## src/lisp_pkg.sv

```systemverilog
package lisp_pkg;

	// Data word, top of stack and memory value
	typedef logic [15:0] word_t;

	// Instruction or data address
	typedef logic [15:0] addr_t;

	// Opcode in the upper five bits, immediate below
	typedef logic [20:0] instr_t;

	// Signed branch offset or push value
	typedef logic [15:0] imm_t;

	// Unlisted encodings (calls, tag handling) run as NOP
	typedef enum logic [4:0] {
		OP_NOP    = 5'd0,
		OP_POP    = 5'd3,
		OP_LOAD   = 5'd4,
		OP_STORE  = 5'd5,
		OP_ADD    = 5'd6,
		OP_SUB    = 5'd7,
		OP_GTR    = 5'd9,
		OP_GTE    = 5'd10,
		OP_EQ     = 5'd11,
		OP_NEQ    = 5'd12,
		OP_DUP    = 5'd13,
		OP_AND    = 5'd16,
		OP_OR     = 5'd17,
		OP_XOR    = 5'd18,
		OP_LSHIFT = 5'd19,
		OP_RSHIFT = 5'd20,
		OP_PUSH   = 5'd25,
		OP_GOTO   = 5'd26,
		OP_BFALSE = 5'd27
	} opcode_t;

	typedef enum logic [2:0] {
		STATE_START,
		STATE_DECODE,
		STATE_GOT_NOS,
		STATE_GOT_STORE_VALUE,
		STATE_POP_RESULT,
		STATE_BFALSE2
	} state_t;

	typedef enum logic [1:0] {SP_CURRENT, SP_DECREMENT, SP_INCREMENT} sp_sel_t;

	typedef enum logic [1:0] {
		TOS_CURRENT,
		TOS_PARAM,
		TOS_ALU_RESULT,
		TOS_MEMORY_RESULT
	} tos_sel_t;

	typedef enum logic [1:0] {
		MA_STACK_POINTER,
		MA_TOP_OF_STACK,
		MA_STACK_POINTER_MINUS_ONE
	} ma_sel_t;

	typedef enum logic [1:0] {MW_TOP_OF_STACK, MW_MEM_READ_RESULT} mw_sel_t;

	typedef enum logic [1:0] {IP_CURRENT, IP_NEXT, IP_BRANCH_TARGET} ip_sel_t;

	localparam int DATA_MEM_SIZE = 8192;

	// Stack starts a few words below the end of data memory
	localparam addr_t STACK_RESET = addr_t'(DATA_MEM_SIZE - 8);

	// First NEXT wraps this to address 0
	localparam addr_t IP_RESET = 16'hffff;

endpackage

```

## src/stack_alu.sv

```systemverilog
module stack_alu (
	input  lisp_pkg::opcode_t alu_op,
	input  logic              addr_mode,
	input  lisp_pkg::word_t   op0,
	input  lisp_pkg::word_t   op1,
	output lisp_pkg::word_t   result
);

	lisp_pkg::word_t diff;
	logic            zero;
	logic            negative;

	// One subtractor serves SUB and all four comparisons
	assign diff = op0 - op1;
	assign zero = (diff == '0);
	assign negative = diff[15];

	always_comb
	begin
		if (addr_mode)
		begin
			// Stack pointer minus one for pushes
			result = op0 - 16'd1;
		end
		else
		begin
			case (alu_op)
				lisp_pkg::OP_ADD:    result = op0 + op1;
				lisp_pkg::OP_SUB:    result = diff;
				lisp_pkg::OP_GTR:    result = {15'd0, !negative && !zero};
				lisp_pkg::OP_GTE:    result = {15'd0, !negative};
				lisp_pkg::OP_EQ:     result = {15'd0, zero};
				lisp_pkg::OP_NEQ:    result = {15'd0, !zero};
				lisp_pkg::OP_AND:    result = op0 & op1;
				lisp_pkg::OP_OR:     result = op0 | op1;
				lisp_pkg::OP_XOR:    result = op0 ^ op1;
				lisp_pkg::OP_LSHIFT: result = op0 << op1;
				lisp_pkg::OP_RSHIFT: result = op0 >> op1;
				default:             result = diff;
			endcase
		end
	end

endmodule

```

## src/core_control.sv

```systemverilog
module core_control (
	input  logic               clk,
	input  logic               rst_n,
	input  lisp_pkg::opcode_t  opcode,
	input  logic               tos_zero,
	output lisp_pkg::sp_sel_t  sp_sel,
	output lisp_pkg::tos_sel_t tos_sel,
	output lisp_pkg::ma_sel_t  ma_sel,
	output lisp_pkg::mw_sel_t  mw_sel,
	output lisp_pkg::ip_sel_t  ip_sel,
	output lisp_pkg::opcode_t  alu_op,
	output logic               alu_addr_mode,
	output logic               data_write_enable
);

	lisp_pkg::state_t state;
	lisp_pkg::state_t state_next;

	always_ff @(posedge clk or negedge rst_n)
	begin
		if (!rst_n)
			state <= lisp_pkg::STATE_START;
		else
			state <= state_next;
	end

	always_comb
	begin
		state_next = state;
		sp_sel = lisp_pkg::SP_CURRENT;
		tos_sel = lisp_pkg::TOS_CURRENT;
		ma_sel = lisp_pkg::MA_STACK_POINTER;
		mw_sel = lisp_pkg::MW_TOP_OF_STACK;
		ip_sel = lisp_pkg::IP_CURRENT;
		alu_op = opcode;
		alu_addr_mode = 1'b0;
		data_write_enable = 1'b0;

		case (state)
			lisp_pkg::STATE_START:
			begin
				// Fetch address 0 and start decoding
				ip_sel = lisp_pkg::IP_NEXT;
				state_next = lisp_pkg::STATE_DECODE;
			end

			lisp_pkg::STATE_DECODE:
			begin
				case (opcode)
					lisp_pkg::OP_PUSH,
					lisp_pkg::OP_DUP:
					begin
						// Spill TOS to SP-1 and move the stack down
						alu_addr_mode = 1'b1;
						ma_sel = lisp_pkg::MA_STACK_POINTER_MINUS_ONE;
						mw_sel = lisp_pkg::MW_TOP_OF_STACK;
						data_write_enable = 1'b1;
						sp_sel = lisp_pkg::SP_DECREMENT;
						if (opcode == lisp_pkg::OP_PUSH)
							tos_sel = lisp_pkg::TOS_PARAM;
						ip_sel = lisp_pkg::IP_NEXT;
					end

					lisp_pkg::OP_POP:
					begin
						sp_sel = lisp_pkg::SP_INCREMENT;
						state_next = lisp_pkg::STATE_POP_RESULT;
					end

					lisp_pkg::OP_LOAD:
					begin
						ma_sel = lisp_pkg::MA_TOP_OF_STACK;
						state_next = lisp_pkg::STATE_POP_RESULT;
					end

					lisp_pkg::OP_STORE:
					begin
						// NOS is the value, TOS the address
						state_next = lisp_pkg::STATE_GOT_STORE_VALUE;
					end

					lisp_pkg::OP_ADD,
					lisp_pkg::OP_SUB,
					lisp_pkg::OP_GTR,
					lisp_pkg::OP_GTE,
					lisp_pkg::OP_EQ,
					lisp_pkg::OP_NEQ,
					lisp_pkg::OP_AND,
					lisp_pkg::OP_OR,
					lisp_pkg::OP_XOR,
					lisp_pkg::OP_LSHIFT,
					lisp_pkg::OP_RSHIFT:
					begin
						// Instruction is refetched so the opcode stays valid
						state_next = lisp_pkg::STATE_GOT_NOS;
					end

					lisp_pkg::OP_GOTO:
						ip_sel = lisp_pkg::IP_BRANCH_TARGET;

					lisp_pkg::OP_BFALSE:
					begin
						if (tos_zero)
							ip_sel = lisp_pkg::IP_BRANCH_TARGET;
						else
							ip_sel = lisp_pkg::IP_NEXT;
						// Condition consumed, reload TOS from NOS
						sp_sel = lisp_pkg::SP_INCREMENT;
						state_next = lisp_pkg::STATE_BFALSE2;
					end

					default:
						ip_sel = lisp_pkg::IP_NEXT;
				endcase
			end

			lisp_pkg::STATE_GOT_NOS:
			begin
				tos_sel = lisp_pkg::TOS_ALU_RESULT;
				sp_sel = lisp_pkg::SP_INCREMENT;
				ip_sel = lisp_pkg::IP_NEXT;
				state_next = lisp_pkg::STATE_DECODE;
			end

			lisp_pkg::STATE_GOT_STORE_VALUE:
			begin
				// Write NOS to mem[TOS], NOS stays as the new TOS
				data_write_enable = 1'b1;
				ma_sel = lisp_pkg::MA_TOP_OF_STACK;
				mw_sel = lisp_pkg::MW_MEM_READ_RESULT;
				tos_sel = lisp_pkg::TOS_MEMORY_RESULT;
				sp_sel = lisp_pkg::SP_INCREMENT;
				ip_sel = lisp_pkg::IP_NEXT;
				state_next = lisp_pkg::STATE_DECODE;
			end

			lisp_pkg::STATE_POP_RESULT:
			begin
				tos_sel = lisp_pkg::TOS_MEMORY_RESULT;
				ip_sel = lisp_pkg::IP_NEXT;
				state_next = lisp_pkg::STATE_DECODE;
			end

			lisp_pkg::STATE_BFALSE2:
			begin
				// IP already holds the target, refetch it
				tos_sel = lisp_pkg::TOS_MEMORY_RESULT;
				state_next = lisp_pkg::STATE_DECODE;
			end

			default:
				state_next = lisp_pkg::STATE_START;
		endcase
	end

	// No memory write may come out of reset before the first decode
	assert property (@(posedge clk) state == lisp_pkg::STATE_START |-> !data_write_enable);

	assert property (@(posedge clk) disable iff (!rst_n)
		state inside {lisp_pkg::STATE_START, lisp_pkg::STATE_DECODE,
			lisp_pkg::STATE_GOT_NOS, lisp_pkg::STATE_GOT_STORE_VALUE,
			lisp_pkg::STATE_POP_RESULT, lisp_pkg::STATE_BFALSE2});

endmodule

```

## src/core_datapath.sv

```systemverilog
module core_datapath (
	input  logic               clk,
	input  logic               rst_n,
	input  lisp_pkg::instr_t   instr_read_value,
	input  lisp_pkg::word_t    data_read_value,
	input  lisp_pkg::sp_sel_t  sp_sel,
	input  lisp_pkg::tos_sel_t tos_sel,
	input  lisp_pkg::ma_sel_t  ma_sel,
	input  lisp_pkg::mw_sel_t  mw_sel,
	input  lisp_pkg::ip_sel_t  ip_sel,
	input  lisp_pkg::word_t    alu_result,
	output lisp_pkg::opcode_t  opcode,
	output lisp_pkg::word_t    alu_op0,
	output lisp_pkg::word_t    alu_op1,
	output logic               tos_zero,
	output lisp_pkg::addr_t    instr_address,
	output lisp_pkg::addr_t    data_address,
	output lisp_pkg::word_t    data_write_value
);

	lisp_pkg::addr_t instruction_pointer;
	lisp_pkg::addr_t ip_next;
	lisp_pkg::addr_t stack_pointer;
	lisp_pkg::addr_t sp_next;
	lisp_pkg::word_t top_of_stack;
	lisp_pkg::word_t tos_next;
	lisp_pkg::imm_t  imm;
	lisp_pkg::addr_t branch_target;

	assign opcode = lisp_pkg::opcode_t'(instr_read_value[20:16]);
	assign imm = instr_read_value[15:0];

	// Offset is relative to the branch instruction itself
	assign branch_target = instruction_pointer + imm;

	assign tos_zero = (top_of_stack == '0);

	// Pushes run the stack pointer through the ALU for SP-1
	assign alu_op0 = (ma_sel == lisp_pkg::MA_STACK_POINTER_MINUS_ONE) ?
		stack_pointer : top_of_stack;
	assign alu_op1 = data_read_value;

	always_comb
	begin
		case (ip_sel)
			lisp_pkg::IP_NEXT:          ip_next = instruction_pointer + 16'd1;
			lisp_pkg::IP_BRANCH_TARGET: ip_next = branch_target;
			default:                    ip_next = instruction_pointer;
		endcase
	end

	// Fetch address leads the IP register by one cycle
	assign instr_address = ip_next;

	always_comb
	begin
		case (sp_sel)
			lisp_pkg::SP_DECREMENT: sp_next = alu_result;
			lisp_pkg::SP_INCREMENT: sp_next = stack_pointer + 16'd1;
			default:                sp_next = stack_pointer;
		endcase
	end

	always_comb
	begin
		case (tos_sel)
			lisp_pkg::TOS_PARAM:         tos_next = imm;
			lisp_pkg::TOS_ALU_RESULT:    tos_next = alu_result;
			lisp_pkg::TOS_MEMORY_RESULT: tos_next = data_read_value;
			default:                     tos_next = top_of_stack;
		endcase
	end

	always_comb
	begin
		case (ma_sel)
			lisp_pkg::MA_TOP_OF_STACK:            data_address = top_of_stack;
			lisp_pkg::MA_STACK_POINTER_MINUS_ONE: data_address = alu_result;
			default:                              data_address = stack_pointer;
		endcase
	end

	// STORE writes back the NOS that was just read
	assign data_write_value = (mw_sel == lisp_pkg::MW_MEM_READ_RESULT) ?
		data_read_value : top_of_stack;

	always_ff @(posedge clk or negedge rst_n)
	begin
		if (!rst_n)
		begin
			instruction_pointer <= lisp_pkg::IP_RESET;
			stack_pointer <= lisp_pkg::STACK_RESET;
		end
		else
		begin
			instruction_pointer <= ip_next;
			stack_pointer <= sp_next;
		end
	end

	always_ff @(posedge clk)
	begin
		top_of_stack <= tos_next;
	end

	// Catches popping past the stack base
	assert property (@(posedge clk) disable iff (!rst_n)
		stack_pointer <= lisp_pkg::addr_t'(lisp_pkg::DATA_MEM_SIZE));

endmodule

```

## src/lisp_core.sv

```systemverilog
module lisp_core (
	input  logic             clk,
	input  logic             rst_n,
	output lisp_pkg::addr_t  instr_address,
	input  lisp_pkg::instr_t instr_read_value,
	output lisp_pkg::addr_t  data_address,
	input  lisp_pkg::word_t  data_read_value,
	output lisp_pkg::word_t  data_write_value,
	output logic             data_write_enable
);

	lisp_pkg::opcode_t  opcode;
	lisp_pkg::opcode_t  alu_op;
	lisp_pkg::sp_sel_t  sp_sel;
	lisp_pkg::tos_sel_t tos_sel;
	lisp_pkg::ma_sel_t  ma_sel;
	lisp_pkg::mw_sel_t  mw_sel;
	lisp_pkg::ip_sel_t  ip_sel;
	logic               alu_addr_mode;
	logic               tos_zero;
	lisp_pkg::word_t    alu_op0;
	lisp_pkg::word_t    alu_op1;
	lisp_pkg::word_t    alu_result;

	core_control i_core_control (
		.clk               (clk),
		.rst_n             (rst_n),
		.opcode            (opcode),
		.tos_zero          (tos_zero),
		.sp_sel            (sp_sel),
		.tos_sel           (tos_sel),
		.ma_sel            (ma_sel),
		.mw_sel            (mw_sel),
		.ip_sel            (ip_sel),
		.alu_op            (alu_op),
		.alu_addr_mode     (alu_addr_mode),
		.data_write_enable (data_write_enable)
	);

	core_datapath i_core_datapath (
		.clk              (clk),
		.rst_n            (rst_n),
		.instr_read_value (instr_read_value),
		.data_read_value  (data_read_value),
		.sp_sel           (sp_sel),
		.tos_sel          (tos_sel),
		.ma_sel           (ma_sel),
		.mw_sel           (mw_sel),
		.ip_sel           (ip_sel),
		.alu_result       (alu_result),
		.opcode           (opcode),
		.alu_op0          (alu_op0),
		.alu_op1          (alu_op1),
		.tos_zero         (tos_zero),
		.instr_address    (instr_address),
		.data_address     (data_address),
		.data_write_value (data_write_value)
	);

	stack_alu i_stack_alu (
		.alu_op    (alu_op),
		.addr_mode (alu_addr_mode),
		.op0       (alu_op0),
		.op1       (alu_op1),
		.result    (alu_result)
	);

endmodule

```

## config.mk

```make
export PLATFORM = sky130hd
export DESIGN_NAME = lisp_core
export DESIGN_NICKNAME = d
export VERILOG_FILES = /design/src/lisp_pkg.sv /design/src/stack_alu.sv /design/src/core_control.sv /design/src/core_datapath.sv /design/src/lisp_core.sv
export SDC_FILE = /design/constraint.sdc
export NUM_CORES = 1
export LEC_CHECK = 0
export BUFFER_PORTS_ARGS = -buffer_cell sky130_fd_sc_hd__buf_2
export CAP_MARGIN = 20
export CORE_UTILIZATION = 31
export CTS_BUF_LIST = sky130_fd_sc_hd__clkbuf_4 sky130_fd_sc_hd__clkbuf_8
export DETAILED_ROUTE_END_ITERATION = 8
export PLACE_DENSITY_LB_ADDON = 0.08
export REMOVE_ABC_BUFFERS = 1
export SLEW_MARGIN = 20
export SYNTH_ARGS = -nofsm -noshare
export SYNTH_HDL_FRONTEND = slang
export SYNTH_SLANG_ARGS = --single-unit
export TNS_END_PERCENT = 10
```

## constraint.sdc

```tcl
create_clock -name clk -period 8.5 [get_ports clk]
set_clock_uncertainty 0.2 [all_clocks]
set_input_delay 1.7 -clock clk [delete_from_list [all_inputs] [get_ports clk]]
set_output_delay 1.7 -clock clk [all_outputs]
set_load 0.005 [all_outputs]
```

==> impl_metrics.toml <==
[power]
pwr-share-clk_pct = 6.0
powerDensity_nw_per_um2 = 264
ir_drop_mv = 0.103
power_switching_uw = 1470
seqPwrFrac_pct = 21.5
power_frac_comb_pct = 72.5
p_int_uw = 1280
swShare_pct = 53.6
power.total_uw = 2750
power.leakage_uw = 0.00420

[grt]
grt_pass1_vias = 9665
antenna_found_initial = 0
grt_pass1_wl_um = 61100
grt_max_degree = 36
grt.overflow.total = 0
grtUsageTotal_pct = 26.7

[logic_synthesis]
ys_types = 88
syn_inst = 1196
ys.flop_type = "dfstp_2"
synth-warning-count = 0
ys_ff_latch = 51
synth.avg_cell_area_sq_um = 7.57
synth_edf_count = 16
async_flop_share_pct = 68.6
synth_area_sq_um = 9060
synth_seq_area_share_pct = 15.3

[setup_path]
cp_max_fo = 21
critPathArrivalTime_ps = 6400
path_class = "in -> out"
start_kind = "input pin"
worstPathCellList = "buf_2 -> xor2_2 -> nand3_1 -> or2_2 -> inv_1 -> ha_4 -> buf_12 -> mux2_2 -> buf_4 -> ha_1 -> o21bai_1 -> a21oi_2 -> o21ai_1 -> nor4b_1 -> or3_1 -> a221o_1 -> and3_1 -> a2111oi_2 -> o21ai_0 -> buf_2"
required_ps = 6600
cp-end-kind = "output port"
slowest_delay_ps = 480
critPathSlowestCell = "a2111oi_2"
path_common_cell = "buf_2"
regToRegSetupSlack_ps = 2840

[placement]
io_buffers = 87
globalplace.congestion = 0.978
hpwl_um = 32500
dpl_worst_slack_ps = -370
placed_area_sq_um = 10100

[layout]
final_layout_size_suffix_gt1_share_pct = 22.0
area_delta_synth_final_pct = 15.0
n_fill_cell = 3117
nNetsFinal = 1388
diodes = 0
design_area_sq_um = 10400

[clock_network]
clk_latency_ps = 340
cts-htree-levels = 2
cts_buffers = 5
path_clk_slew_ps = 100
clock_sinks = 51
cts_buffer_depth = 2
cts_tree = "built"
cts-root-buf = "clkbuf_8"

[timing]
fin_crit_ps = 8300
tightest_slew_ps = 989
fmax_ghz = 0.121
holdWs_ps = 318
max_slew_margin_pct = 34.1
rsz0062_at_grt = "false"
layout_setup_ws_ps = 202
fin_crit_sh_pct = 97.6
fin_tns_setup_ps = 0
hold_viol = 0
setup_violations = 0
maxSlewViolCount = 0

[floorplanning]
initial_core_util_pct = 31.6
ioPinCount = 88
die-area_sq_um = 29900
die_w_um = 173
coreArea_sq_um = 28700
die_h_um = 173
rows = 62

[route]
wire_per_inst_um = 24.4
vias_per_cell = 5.99
num_vias = 9939
drc = 0
drt_wl_total_um = 40500
antenna_left = 0
drt-initial-drc-count = 1017
drt_first_pass_iters = 6

[job]
max-cap-violations = 0

[worst_hold_path]
hp-class = "reg -> reg"

[run_status]
outcome = "completed"
## power by group through the flow
stage	logic (uW)	clock network, uW	registers, uW
3_3_place_gp	1920	0	591
3_5_place_dp	1910	0	589
4_1_cts	1940	174	586
5_1_grt	2160	177	610
2_1_floorplan	1180	0	503
6_report	1990	164	591
## cell usage after synthesis, types with 6 or more instances
cell type,count,area [sq um]
nor3b_1,8,60.1
nand3_1,40,200
o22ai_1,18,113
dfstp_2,26,683
o31a_1,13,114
clkbuf_1,61,229
o21a_1,9,67.6
o221ai_1,6,52.6
a31oi_1,15,93.8
nor3_1,28,140
a221o_1,8,80.1
a211oi_1,12,90.1
or3_1,6,37.5
and2_1,18,113
a21oi_1,77,385
ha_1,71,888
nand4_1,17,106
and3_1,14,87.6
o21ai_1,15,75.1
nor2b_1,13,81.3
edfxtp_1,16,480
nor4_1,15,93.8
o21ai_0,88,440
nand2b_1,12,75.1
nand2_1,146,548
dfrtp_1,9,225
mux2_2,10,113
nor2_1,78,293
a211o_1,10,87.6
a22oi_1,8,60.1
buf_2,8,40.0
a21o_1,13,97.6
xnor2_1,22,193
o21bai_1,10,75.1
o31ai_1,17,128
xor2_1,11,96.3
buf_1,6,22.5
mux4_2,27,608
a221oi_1,11,96.3
mux2i_1,27,270
inv_1,64,240
o211ai_1,12,90.1
## sequential cells by signal (all words and copies together) (netlist names)
| register | cells |
|---|---|
| i_core_control.state | 3 |
| i_core_datapath.top_of_stack | 16 |
| i_core_datapath.instruction_pointer | 16 |
| i_core_datapath.stack_pointer | 16 |
## routing by layer
layer | global-route usage [%] | wire length [um] | vias up
li1 | - | - | 4654
met1 | 35.2 | 17800 | 4812
met2 | 44.1 | 18900 | 395
met3 | 3.41 | 2310 | 78
met4 | 10.5 | 1590 | 0
met5 | 0 | 0 | -
## cells by family (layout without fill, tap and decap cells)
logic type / after synthesis / after routing / synth area share, %
AOI/OAI and AO/OA: 396 / 396 / 29.4
buffers and inverters: 155 / 235 / 7.45
xor gates and xnor gates: 33 / 33 / 3.19
muxes: 67 / 67 / 11.6
adders and majority gates: 74 / 74 / 10.5
DFF: 51 / 51 / 15.3
and+or+nand+nor: 420 / 420 / 22.6
## worst max-delay path, delay by kind of cell
| kind | cells | cell delay [ps] |
|---|---|---|
| muxes | 1 | 400 |
| and+or+nand+nor | 5 | 1230 |
| adders and majority gates | 2 | 460 |
| AOI/OAI and AO/OA | 6 | 1600 |
| buffers and inverters | 5 | 760 |
| xor gates and xnor gates | 1 | 190 |
## cell type report
| type | instances | area, sq um | share of cell area, % |
|---|---|---|---|
| multi-input combinational | 990 | 7200 | 69.1 |
| sequential | 51 | 1390 | 13.3 |
| timing repair buffer | 160 | 996 | 9.57 |
| tap | 384 | 480 | 4.61 |
| inverter | 67 | 251 | 2.42 |
| clock buffer | 7 | 90.1 | 0.865 |
| clock inverter | 1 | 8.76 | 0.0841 |
## through the flow
step,utilization (%),cells
3_5_place_dp,35.2,1650
2_1_floorplan,-,1108
6_report,36.3,1660
5_1_grt,36.3,1660
4_1_cts,35.8,1658
3_3_place_gp,35.2,1650
## cells in the final DEF (no fill, tap or decap), types with 18 or more instances in the layout
master | synthesis | final
and2_1 | 18 | 18
dfstp_2 | 26 | 26
a21oi_1 | 77 | 76
nand3_1 | 40 | 40
inv_1 | 64 | 64
nand2_1 | 146 | 146
mux2i_1 | 27 | 24
ha_1 | 71 | 65
mux4_2 | 27 | 27
o21ai_0 | 88 | 87
buf_2 | 8 | 87
nor2_1 | 78 | 78
xnor2_1 | 22 | 22
nor3_1 | 28 | 27
buf_4 | 4 | 72
## path summary, 6_finish.rpt
check,startpoint,to,cells after the start
hold / removal,i_core_datapath.instruction_pointer[10]$_DFF_PN1_,i_core_datapath.instruction_pointer[10]$_DFF_PN1_,2
setup reg to reg,i_core_control.state[2]$_DFFE_PN0P_,i_core_datapath.top_of_stack[14]$_DFFE_PP_,19
hold reg to reg,i_core_datapath.instruction_pointer[10]$_DFF_PN1_,i_core_datapath.instruction_pointer[10]$_DFF_PN1_,2
min in group asynchronous,rst_n,i_core_datapath.stack_pointer[2]$_DFFE_PN0P_,1
max in group asynchronous,rst_n,i_core_datapath.stack_pointer[14]$_DFFE_PN0P_,1
setup / recovery,instr_read_value[18],data_address[14],20
## what timing repair did
item / in CTS / in global routing
gates resized for setup: 10 / 24
hold buffers: 0 / 0
setup buffers: 0 / 2
cloned: 0 / 0
pin swaps: 0 / 2
endpoints found under the setup margin: 1 / 3
No activity file was read; power rests on OpenSTA's default activity.
